### src/verilog/axi_bridge_cfg.svh
`ifndef AXI_BRIDGE_CFG_SVH
`define AXI_BRIDGE_CFG_SVH

// Bus field widths
`define AXI_ADDR_BITS 32
`define AXI_DATA_BITS 32
`define AXI_STRB_BITS 4
`define AXI_ID_BITS   4
`define AXI_LEN_BITS  4

// Shared SRAM depth in 32-bit words
`define MEM_WORDS 256

// Encoded burst lengths, beats minus one
`define IBURST_LEN 3
`define DBURST_LEN 0

`endif

### src/verilog/axi_bridge_pkg.sv
`default_nettype none

`include "axi_bridge_cfg.svh"

package axi_bridge_pkg;

  localparam logic [1:0] AXI_RESP_OKAY = 2'b00;

  typedef enum logic [1:0] {
    OP_SB = 2'd0,
    OP_SH = 2'd1,
    OP_SW = 2'd2
  } store_op_t;

  // Cache side request, held until done
  typedef struct packed {
    logic                      req;
    logic                      write;
    logic [`AXI_ADDR_BITS-1:0] addr;
    logic [`AXI_DATA_BITS-1:0] wdata;
    store_op_t                 op;
  } cache_req_t;

  typedef struct packed {
    logic                      done;
    logic [`AXI_DATA_BITS-1:0] rdata;
  } cache_rsp_t;

  // Master-driven side of the bus
  typedef struct packed {
    logic                      awvalid;
    logic [`AXI_ID_BITS-1:0]   awid;
    logic [`AXI_ADDR_BITS-1:0] awaddr;
    logic [`AXI_LEN_BITS-1:0]  awlen;
    logic                      wvalid;
    logic [`AXI_DATA_BITS-1:0] wdata;
    logic [`AXI_STRB_BITS-1:0] wstrb;
    logic                      wlast;
    logic                      bready;
    logic                      arvalid;
    logic [`AXI_ID_BITS-1:0]   arid;
    logic [`AXI_ADDR_BITS-1:0] araddr;
    logic [`AXI_LEN_BITS-1:0]  arlen;
    logic                      rready;
  } axi_req_t;

  // Slave-driven side of the bus
  typedef struct packed {
    logic                      awready;
    logic                      wready;
    logic                      bvalid;
    logic [`AXI_ID_BITS-1:0]   bid;
    logic [1:0]                bresp;
    logic                      arready;
    logic                      rvalid;
    logic [`AXI_ID_BITS-1:0]   rid;
    logic [`AXI_DATA_BITS-1:0] rdata;
    logic [1:0]                rresp;
    logic                      rlast;
  } axi_rsp_t;

  localparam int ST_IDLE_BIT = 0;
  localparam int ST_AR_BIT   = 1;
  localparam int ST_R_BIT    = 2;
  localparam int ST_AW_BIT   = 3;
  localparam int ST_W_BIT    = 4;
  localparam int ST_B_BIT    = 5;

  typedef enum logic [5:0] {
    ST_IDLE = 6'b000001,
    ST_AR   = 6'b000010,
    ST_R    = 6'b000100,
    ST_AW   = 6'b001000,
    ST_W    = 6'b010000,
    ST_B    = 6'b100000
  } master_state_t;

endpackage

`default_nettype wire

### src/verilog/axi_bus_arbiter.sv
`timescale 1ns/1ps
`default_nettype none

module axi_bus_arbiter (
  input  logic                     clk,
  input  logic                     rstn,
  input  axi_bridge_pkg::axi_req_t m0_req,
  input  axi_bridge_pkg::axi_req_t m1_req,
  output axi_bridge_pkg::axi_rsp_t m0_rsp,
  output axi_bridge_pkg::axi_rsp_t m1_rsp,
  output axi_bridge_pkg::axi_req_t s_req,
  input  axi_bridge_pkg::axi_rsp_t s_rsp
);

  // grant also remembers the last winner once busy drops
  logic grant;
  logic busy;

  logic m0_want;
  logic m1_want;
  logic next_grant;
  logic cur_grant;
  logic addr_hs;
  logic done_hs;

  assign m0_want = m0_req.arvalid | m0_req.awvalid;
  assign m1_want = m1_req.arvalid | m1_req.awvalid;

  // On a tie the previous loser wins
  assign next_grant = (m0_want & m1_want) ? ~grant : m1_want;

  // Selection is live only between transactions
  assign cur_grant = busy ? grant : next_grant;

  // Losing master sees no request forwarded, so its valids never reach the slave
  assign s_req = cur_grant ? m1_req : m0_req;

  // Losing master gets all-inactive response, readies low
  always_comb begin
    m0_rsp = '0;
    m1_rsp = '0;
    if (cur_grant) begin
      m1_rsp = s_rsp;
    end else begin
      m0_rsp = s_rsp;
    end
  end

  assign addr_hs = (s_req.arvalid & s_rsp.arready) |
                   (s_req.awvalid & s_rsp.awready);

  assign done_hs = (s_rsp.rvalid & s_req.rready & s_rsp.rlast) |
                   (s_rsp.bvalid & s_req.bready);

  always_ff @(posedge clk or negedge rstn) begin
    if (!rstn) begin
      grant <= 1'b0;
      busy  <= 1'b0;
    end else if (!busy) begin
      if (addr_hs) begin
        grant <= next_grant;
        busy  <= 1'b1;
      end
    end else if (done_hs) begin
      busy <= 1'b0;
    end
  end

endmodule

`default_nettype wire

### config.mk
export PLATFORM = sky130hd
export DESIGN_NAME = axi_bus_arbiter
export DESIGN_NICKNAME = d
export VERILOG_FILES = /design/src/verilog/axi_bridge_pkg.sv /design/src/verilog/axi_bus_arbiter.sv
export VERILOG_INCLUDE_DIRS = /design/src /design/src/verilog
export SDC_FILE = /design/constraint.sdc
export NUM_CORES = 1
export LEC_CHECK = 0
export ABC_AREA = 1
export BUFFER_PORTS_ARGS = -buffer_cell sky130_fd_sc_hd__buf_2
export CAP_MARGIN = 15
export CORE_AREA = 10 10 195 197
export CTS_BUF_LIST = sky130_fd_sc_hd__clkbuf_8
export DETAILED_ROUTE_END_ITERATION = 10
export DIE_AREA = 0 0 205 207
export GPL_TIMING_DRIVEN = 0
export HOLD_SLACK_MARGIN = 0.03
export PLACE_DENSITY_LB_ADDON = 0.3
export RECOVER_POWER = 50
export SLEW_MARGIN = 20
export SYNTH_ARGS = -nofsm -noshare
export SYNTH_HDL_FRONTEND = slang
export SYNTH_SLANG_ARGS = --single-unit
### constraint.sdc
create_clock -name clk -period 1.4 [get_ports clk]
set_input_delay 0.07 -clock clk [delete_from_list [all_inputs] [get_ports clk]]
set_output_delay 0.07 -clock clk [all_outputs]
set_load 0.01 [all_outputs]
==> out/metrics.cfg <==
[finish]
drive_gt1_share_pct = 61.41
finalNetCount = 1415
fin_area_um2 = 6797
area_growth_pct = 190.2

[drt]
drt-vias-per-instance = 3.490
drc = 0
wl_per_cell_um = 15.88
drtIter0Drc = 250
routed_wirelength_um = 24980
final_antenna_net_count = 0
first_pass_iters = 5
vias = 5490

[global_route]
antenna_found_initial = 4
grtUsageMet1_pct = 10.14
met3_usage_pct = 3.511
busiest_layer = met2
gr-total-overflow = 0
track_usage_pct = 10.11
grt_max_degree = 11
grt_pass1_vias = 5663
grt_first_pass_wirelength_um = 33640
grt_use_met2_pct = 19.23

[die]
initial_utilization_pct = 6.865
die-area_um2 = 42440
die_x_um = 205
ios = 518
die_y_um = 207
core_um2 = 34120
rows = 68

[sta]
whs_ns = 0.1651
slew_viol_final = 0
final.setup.worst_slack_ns = -0.3486
min_period_over_period_pct = 124.9
report.final.setup_viol = 224
fin_crit_ns = 1.749
worst_slew_pin_slew_ns = 0.2110
timing.fmax_mhz = 571.9
fin_skew_ns = 0.003862
finalHoldViolations = 0
relSlewSlack_pct = 85.94
rsz0062_at_grt = true

[critical_path]
worstSetupPathType = flip-flop to output pin
path_max_fanout = 8
crit_arrival_ns = 1.68
regToRegSetupSlack_ns = -0.20
setup.worst_path.start = grant
critPathLaunchType = flip-flop
endpoint_kind = output pin
r2r-start = grant
cp.required_ns = 1.33

[synth]
syn_inst = 580
synthTopCellsByArea = nand2_1, nor2_1, inv_1, buf_2, buf_4
synth.distinct_cells = 15
ys_seq_area_share_pct = 2.137
synth_warnings = 0
synth_edf_count = 0
synth_top_flop_cell = dfrtp_1
synth_fp_nets = 876
synth_most_common_cell = nand2_1
synth_commonest_cells = nand2_1, nor2_1, inv_1
syn_area_um2 = 2342
yosys.area.top_type_share_pct = 59.62
postSynth.asyncResetShare_pct = 100.0
syn_area_per_cell_um2 = 4.038
synth_seq_cells = 2
synth_top_cell_by_area = nand2_1

[pwr]
finalPower_mw = 15.89
max-vdd-ir-drop_uv = 1227
p_seq_share_pct = 0.7
power_per_cell_area_nw_per_um2 = 2338
p_int_mw = 7.251
pwr-share-clk_pct = 1.4
p_comb_share_pct = 97.8
power.switching_mw = 8.641
leakagePower_nw = 4.441
p_sw_share_pct = 54.37

[clock_network]
htree_levels = 1
root_buffer = clkbuf_8
cts_tree = yes
cts.path.max_buffers = 2
clk_pin_slew_worst_paths_ns = 0.03
clock_sinks = 2
worstSkewPairLatency_ns = 0.21
cts_buffers = 3

[placement]
dp_hpwl_um = 21150
dpl_cell_area_um2 = 5499
port_buffers = 517
gp_congestion = 0.8631

[hold_path]
hold_class = primary input to flip-flop
hold_start = s_rsp[47]

[flow_run]
max-cap-violations = 0

[run_status]
status = finished, violations left
violations = setup timing

## cell usage in the layout (no fill, tap or decap), types with 3 or more instances in the layout
cell / synthesis / routed
buf_12: 0 / 6
buf_2: 21 / 467
buf_4: 7 / 20
buf_6: 4 / 53
buf_8: 1 / 13
clkbuf_16: 0 / 5
clkbuf_8: 0 / 3
inv_1: 56 / 55
nand2_1: 372 / 284
nand2_2: 1 / 57
nand2_4: 0 / 32
nand3_1: 6 / 6
nor2_1: 100 / 81
nor2_2: 0 / 14
nor2_4: 0 / 5
## flip-flops by register name, summed over array words and instances, names as in the netlist
register  flops
busy          1
grant         1
## cells by family (layout without fill, tap and decap cells)
group           Yosys count  after routing  share of synthesized area, %
simple gates            483            483                         78.42
buf+inv                  94            631                         19.07
flops                     2              2                         2.137
compound gates            1              1                        0.3740
other cells               0              1                             0
## worst max-delay path, cell delays in order (launching register included)
cell,delay (ns)
dfrtp_1,0.39
o21ai_2,0.08
nand3_2,0.12
nand2_4,0.12
buf_12,0.16
buf_16,0.18
buf_8,0.15
nand2_2,0.04
nand2_1,0.07
buf_2,0.14
## routing by layer
metal / vias up / wire (um)
met5: - / 11
met4: 2 / 546
met3: 32 / 2723
met2: 346 / 13020
met1: 2372 / 8678
li1: 2738 / -
## power groups by stage
| stage | Clock [mW] | Combinational [mW] | Sequential [mW] |
|---|---|---|---|
| floorplan | 0 | 6.09 | 0.108 |
| global placement | 0 | 11.5 | 0.113 |
| detailed placement | 0 | 11.4 | 0.112 |
| CTS | 0.231 | 13.1 | 0.119 |
| global route | 0.245 | 16.9 | 0.124 |
| finish | 0.225 | 15.5 | 0.119 |
## what timing repair did
| action | 4_1_cts | 5_1_grt |
|---|---|---|
| cloned | 2 | 5 |
| setup endpoints to repair | 223 | 224 |
| hold buffers | 1 | 0 |
| resized for setup | 93 | 185 |
| setup buffers | 3 | 6 |
| endpoints found under the hold margin | 2 | 0 |
| pin swaps | 3 | 49 |
## path summary, 6_finish.rpt
kind                            cells after the start    endpoint
worst min-delay path                                4        busy
worst max register to register                     11        busy
max in group asynchronous                           2        busy
min in group asynchronous                           2       grant
worst max-delay path                                9  s_req[105]
worst min register to register                      2       grant
## stage by stage
step	instances	util, %	TNS [ns]	worst slack [ns]
after CTS	1561	17.40	-63.91	-0.3503
after global routing	1572	19.91	-79.52	-0.4382
after floorplan	580	-	0	0.1379
after global placement	1552	16.12	-61.30	-0.5268
after detailed placement	1552	16.12	-63.14	-0.5161
final	1573	19.92	-57.94	-0.3486
## final cells by class
| class | instances | area [um^2] |
|---|---|---|
| fill | 3960 | 27320 |
| clock buffer | 3 | 41.29 |
| multi-input combinational | 484 | 2303 |
| buffer | 37 | 444.2 |
| antenna | 1 | 2.502 |
| timing repair buffer | 534 | 3167 |
| sequential | 2 | 50.05 |
| tap | 455 | 569.3 |
| inverter | 57 | 219.0 |
Note: power is estimated with default switching activity, not from simulation.
