## config.mk

```make
export PLATFORM = sky130hd
export DESIGN_NAME = axi_master_port
export DESIGN_NICKNAME = d
export VERILOG_FILES = /design/src/verilog/axi_bridge_pkg.sv /design/src/verilog/axi_master_port.sv
export VERILOG_INCLUDE_DIRS = /design/src /design/src/verilog
export SDC_FILE = /design/constraint.sdc
export NUM_CORES = 1
export LEC_CHECK = 0
export BUFFER_PORTS_ARGS = -buffer_cell sky130_fd_sc_hd__buf_2
export CORE_ASPECT_RATIO = 0.6
export CORE_MARGIN = 4
export CORE_UTILIZATION = 30
export DETAILED_ROUTE_END_ITERATION = 16
export PLACE_DENSITY = 0.65
export SLEW_MARGIN = 40
export SYNTH_ARGS = -nofsm -noshare
export SYNTH_HDL_FRONTEND = slang
export SYNTH_SLANG_ARGS = --single-unit
```

## constraint.sdc

```tcl
create_clock -name clk -period 2.47 [get_ports clk]
set_input_delay 0.3705 -clock clk [delete_from_list [all_inputs] [get_ports clk]]
set_output_delay 0.3705 -clock clk [all_outputs]
set_load 0.01 [all_outputs]
```

## src/verilog/axi_bridge_cfg.svh

```systemverilog
`ifndef AXI_BRIDGE_CFG_SVH
`define AXI_BRIDGE_CFG_SVH

// Bus field widths
`define AXI_ADDR_BITS 32
`define AXI_DATA_BITS 32
`define AXI_STRB_BITS 4
`define AXI_ID_BITS   4
`define AXI_LEN_BITS  4

// Shared SRAM depth in 32-bit words
`define MEM_WORDS 256

// Encoded burst lengths, beats minus one
`define IBURST_LEN 3
`define DBURST_LEN 0

`endif

```

## src/verilog/axi_bridge_pkg.sv

```systemverilog
`default_nettype none

`include "axi_bridge_cfg.svh"

package axi_bridge_pkg;

  localparam logic [1:0] AXI_RESP_OKAY = 2'b00;

  typedef enum logic [1:0] {
    OP_SB = 2'd0,
    OP_SH = 2'd1,
    OP_SW = 2'd2
  } store_op_t;

  // Cache side request, held until done
  typedef struct packed {
    logic                      req;
    logic                      write;
    logic [`AXI_ADDR_BITS-1:0] addr;
    logic [`AXI_DATA_BITS-1:0] wdata;
    store_op_t                 op;
  } cache_req_t;

  typedef struct packed {
    logic                      done;
    logic [`AXI_DATA_BITS-1:0] rdata;
  } cache_rsp_t;

  // Master-driven side of the bus
  typedef struct packed {
    logic                      awvalid;
    logic [`AXI_ID_BITS-1:0]   awid;
    logic [`AXI_ADDR_BITS-1:0] awaddr;
    logic [`AXI_LEN_BITS-1:0]  awlen;
    logic                      wvalid;
    logic [`AXI_DATA_BITS-1:0] wdata;
    logic [`AXI_STRB_BITS-1:0] wstrb;
    logic                      wlast;
    logic                      bready;
    logic                      arvalid;
    logic [`AXI_ID_BITS-1:0]   arid;
    logic [`AXI_ADDR_BITS-1:0] araddr;
    logic [`AXI_LEN_BITS-1:0]  arlen;
    logic                      rready;
  } axi_req_t;

  // Slave-driven side of the bus
  typedef struct packed {
    logic                      awready;
    logic                      wready;
    logic                      bvalid;
    logic [`AXI_ID_BITS-1:0]   bid;
    logic [1:0]                bresp;
    logic                      arready;
    logic                      rvalid;
    logic [`AXI_ID_BITS-1:0]   rid;
    logic [`AXI_DATA_BITS-1:0] rdata;
    logic [1:0]                rresp;
    logic                      rlast;
  } axi_rsp_t;

  localparam int ST_IDLE_BIT = 0;
  localparam int ST_AR_BIT   = 1;
  localparam int ST_R_BIT    = 2;
  localparam int ST_AW_BIT   = 3;
  localparam int ST_W_BIT    = 4;
  localparam int ST_B_BIT    = 5;

  typedef enum logic [5:0] {
    ST_IDLE = 6'b000001,
    ST_AR   = 6'b000010,
    ST_R    = 6'b000100,
    ST_AW   = 6'b001000,
    ST_W    = 6'b010000,
    ST_B    = 6'b100000
  } master_state_t;

endpackage

`default_nettype wire

```

## src/verilog/axi_master_port.sv

```systemverilog
`timescale 1ns/1ps
`default_nettype none

`include "axi_bridge_cfg.svh"

module axi_master_port #(
  parameter logic [`AXI_ID_BITS-1:0]  master_id = '0,
  parameter logic [`AXI_LEN_BITS-1:0] read_len  = `DBURST_LEN
) (
  input  logic                       clk,
  input  logic                       rstn,
  input  axi_bridge_pkg::cache_req_t cache_req,
  output axi_bridge_pkg::cache_rsp_t cache_rsp,
  output axi_bridge_pkg::axi_req_t   bus_req,
  input  axi_bridge_pkg::axi_rsp_t   bus_rsp
);

  import axi_bridge_pkg::*;

  master_state_t state;
  master_state_t state_nxt;

  logic [`AXI_ADDR_BITS-1:0] addr_q;
  logic [`AXI_DATA_BITS-1:0] wdata_q;
  logic [`AXI_STRB_BITS-1:0] wstrb_q;
  logic [`AXI_STRB_BITS-1:0] strb_dec;
  logic [`AXI_LEN_BITS-1:0]  beat_cnt;

  logic start;
  logic ar_hs;
  logic r_hs;
  logic aw_hs;
  logic w_hs;
  logic b_hs;
  logic last_beat;

  assign start = state[ST_IDLE_BIT] & cache_req.req;

  assign ar_hs = bus_req.arvalid & bus_rsp.arready;
  assign r_hs  = bus_req.rready & bus_rsp.rvalid;
  assign aw_hs = bus_req.awvalid & bus_rsp.awready;
  assign w_hs  = bus_req.wvalid & bus_rsp.wready;
  assign b_hs  = bus_req.bready & bus_rsp.bvalid;

  assign last_beat = r_hs & (beat_cnt == read_len);

  // Byte lanes from store type and low address bits
  always_comb begin
    case (cache_req.op)
      OP_SW: strb_dec = 4'b1111;
      OP_SH: strb_dec = cache_req.addr[1] ? 4'b1100 : 4'b0011;
      OP_SB: strb_dec = 4'b0001 << cache_req.addr[1:0];
      default: strb_dec = 4'b0000;
    endcase
  end

  // wdata arrives already lane aligned
  always_ff @(posedge clk) begin
    if (start) begin
      addr_q  <= cache_req.addr;
      wdata_q <= cache_req.wdata;
      wstrb_q <= strb_dec;
    end
  end

  always_ff @(posedge clk or negedge rstn) begin
    if (!rstn) begin
      beat_cnt <= '0;
    end else if (start) begin
      beat_cnt <= '0;
    end else if (r_hs) begin
      beat_cnt <= beat_cnt + 1'b1;
    end
  end

  always_ff @(posedge clk or negedge rstn) begin
    if (!rstn) begin
      state <= ST_IDLE;
    end else begin
      state <= state_nxt;
    end
  end

  // Completion always returns to idle so a held req is not reissued
  always_comb begin
    state_nxt = state;
    unique case (1'b1)
      state[ST_IDLE_BIT]: begin
        if (cache_req.req) begin
          state_nxt = cache_req.write ? ST_AW : ST_AR;
        end
      end
      state[ST_AR_BIT]: begin
        if (ar_hs) begin
          state_nxt = ST_R;
        end
      end
      state[ST_R_BIT]: begin
        if (last_beat) begin
          state_nxt = ST_IDLE;
        end
      end
      state[ST_AW_BIT]: begin
        if (aw_hs) begin
          state_nxt = ST_W;
        end
      end
      state[ST_W_BIT]: begin
        if (w_hs) begin
          state_nxt = ST_B;
        end
      end
      state[ST_B_BIT]: begin
        if (b_hs) begin
          state_nxt = ST_IDLE;
        end
      end
      default: state_nxt = ST_IDLE;
    endcase
  end

  always_comb begin
    bus_req         = '0;
    bus_req.awid    = master_id;
    bus_req.awaddr  = addr_q;
    bus_req.awlen   = '0;
    bus_req.wdata   = wdata_q;
    bus_req.wstrb   = wstrb_q;
    bus_req.wlast   = 1'b1;
    bus_req.arid    = master_id;
    bus_req.araddr  = addr_q;
    bus_req.arlen   = read_len;
    bus_req.awvalid = state[ST_AW_BIT];
    bus_req.wvalid  = state[ST_W_BIT];
    bus_req.bready  = state[ST_B_BIT];
    bus_req.arvalid = state[ST_AR_BIT];
    bus_req.rready  = state[ST_R_BIT];
  end

  // One pulse per read beat, one per write response
  assign cache_rsp.done  = (state[ST_R_BIT] & bus_rsp.rvalid) |
                           (state[ST_B_BIT] & bus_rsp.bvalid);
  assign cache_rsp.rdata = bus_rsp.rdata;

endmodule

`default_nettype wire

```

==> results_dict.tcl <==
set metrics [dict create \
    tightest_slew_ps 504.2 \
    initial_core_util_pct 31.72 \
    dp_hpwl_microns 5277 \
    grt.total_usage_pct 9.996 \
    slowest_delay_ps 450 \
    clk_latency_ps 330 \
    fin_hold_ws_ps 213.2 \
    place_congestion 0.7880 \
    wl_per_cell_microns 13.94 \
    ir_worst_vdd_v 0.0003783 \
    final_period_minus_worst_setup_slack_ps 1503 \
    p_leak_nw 1.828 \
    fin_setup_tns_ps 0 \
    p_comb_share_pct 19.0 \
    syn-instance-count 215 \
    dr.pass1.iters 4 \
    cpMaxStageDelayCell "dfrtp_1" \
    status "finished, final reports clean" \
    criticalPathCategory "reg2out" \
    grt_first_pass_wirelength_microns 9411 \
    die_h_microns 88.29 \
    netlist_area_sq_mm 0.003223 \
    antenna_found_initial 0 \
    drtIter0Drc 66 \
    worst-path-buf-inv 1 \
    slew_headroom_pct 66.38 \
    layout.cells.most_common "buf_2" \
    fmax_mhz 665.3 \
    htree_levels 3 \
    cts_sinks 78 \
    layout-drive-gt1-share_pct 58.77 \
    cts_tree "done" \
    path_cells "nand2_2, nand2_1, buf_2" \
    rsz0062_at_grt "no" \
    timing.final.ws_setup_ps 967.0 \
    finalNetCount 459 \
    dp.cells 460 \
    start_kind "register" \
    endpoint_kind "output port" \
    hold_viol 0 \
    grt_overflow_total 0 \
    clk_pin_slew_ps 60 \
    arrival_ps 1130 \
    final_cell_mix "180 x buf_2, 68 x edfxtp_1, 17 x conb_1" \
    diodes 0 \
    grt_pass1_vias 1863 \
    pwr-share-clk_pct 35.9 \
    netSwitchingPower_mw 1.081 \
    routed_wl_microns 6649 \
    cts-root-buf "clkbuf_16" \
    cap_violations 0 \
    dp_slack_ps 964.3 \
    ys_ff_latch 78 \
    p_per_area_mw_per_mm2 1013 \
    area_growth_pct 26.09 \
    rows 28 \
    hp-class "in2reg" \
    p_seq_share_pct 45.1 \
    internal-power_mw 3.036 \
    yosys_warnings 0 \
    total_power_mw 4.117 \
    post_cts_resized 0 \
    via_per_inst 3.979 \
    synth-edff-count 68 \
    io_buffers 180 \
    dpl_cell_area_sq_mm 0.003715 \
    required_ps 2100 \
    n_fill_cell 982 \
    synthArstFlopShare_pct 12.82 \
    yosysSeqAreaShare_pct 71.16 \
    coreArea_sq_mm 0.01016 \
    ios 275 \
    remaining_drc_errors 0 \
    ant_nets 0 \
    finalInstanceArea_sq_mm 0.004064 \
    die_w_microns 141.8 \
    stdcell_count 477 \
    skew_ps 4.049 \
    p_sw_share_pct 26.25 \
    grt_max_degree 42 \
    dieArea_sq_mm 0.01252 \
    synth_ff_type "edfxtp_1" \
    cts_buffers 9 \
    slew_violations 0 \
    critPathMaxFanout 6 \
    path_delay_family "flip-flops" \
    clk_path_buf_depth 2 \
    syn_area_per_cell_sq_um 14.99 \
    finalCritPeriodShare_pct 60.85 \
    num_vias 1898 \
    final_util_pct 40.00 \
    setup-violations-final 0 \
    synth.distinct_cells 26 \
]
==> cell families (layout without fill, tap and decap cells) <==
| logic type | after synthesis | count (layout) | synth area share, % |
|---|---|---|---|
| xor gates and xnor gates | 2 | 2 | 0.5436 |
| and+or+nand+nor | 20 | 20 | 3.261 |
| adders and majority gates | 2 | 2 | 0.7763 |
| other | 2 | 17 | 0.2330 |
| AOI/OAI and AO/OA | 14 | 14 | 2.329 |
| DFF | 78 | 78 | 71.16 |
| buffers and inverters | 95 | 207 | 21.08 |
| muxes | 2 | 2 | 0.6211 |
==> synth_stat cells (all sizes together) (2+ instances only) <==
cell | number | area share (%)
nand2b | 2 | 0.39
edfxtp | 68 | 63
dfrtp | 9 | 7.0
mux2i | 2 | 0.62
conb | 2 | 0.23
inv | 8 | 0.93
o21ai | 6 | 0.93
ha | 2 | 0.78
nand2 | 8 | 1.0
buf | 86 | 20
nand3 | 4 | 0.62
nor2 | 2 | 0.23
a21oi | 6 | 0.93
==> routing by layer <==
metal  vias to the layer above  share of wire (%)  wire length [microns]  global-route usage, %
met3                         9                 15                    981                  7.127
li1                        877                  -                      -                      -
met4                         0                1.3                     85                  3.397
met2                       131                 45                   2972                  14.62
met5                         -                  0                      0                      0
met1                       881                 39                   2609                  11.65
==> path summary, 6_finish.rpt <==
kind	from	endpoint	slack [ps]	cells past startpoint
max	state[2]	cache_rsp[32]	970	3
min	cache_req[51]	addr_q[17]	210	1
max reg2reg	state[0]	addr_q[5]	980	3
min reg2reg	state[0]	state[0]	540	2
max in group asynchronous	rstn	state[0]	1790	2
min in group asynchronous	rstn	state[5]	430	2
==> sequential cells by signal, summed over array words and instances (netlist names) <==
register  count
state         6
addr_q       32
wdata_q      32
beat_cnt      4
wstrb_q       4
==> what timing repair did <==
item                                   4_1_cts  5_1_grt
buffers inserted                             0        0
endpoints found under the hold margin        9        0
hold buffers                                 1        0
==> layout make-up <==
| type | count | area (sq um) | area share (%) |
|---|---|---|---|
| multi-input cells | 57 | 306.5 | 7.543 |
| flip-flops and latches | 78 | 2293 | 56.43 |
| clock inverters | 6 | 110.1 | 2.709 |
| clock buffers | 10 | 229.0 | 5.634 |
| well taps | 135 | 168.9 | 4.156 |
| inverters | 8 | 30.03 | 0.7389 |
| repair buffers | 183 | 925.9 | 22.78 |
==> power by group through the flow <==
stage / clock, mW / combinational [mW] / sequential (mW)
final: 1.48 / 0.780 / 1.86
after global routing: 1.60 / 0.855 / 1.89
after CTS: 1.53 / 0.803 / 1.86
after detailed placement: 0 / 0.800 / 1.89
after global placement: 0 / 0.795 / 1.87
after floorplan: 0 / 0.490 / 1.98
Note: power is estimated with default switching activity, not from simulation.
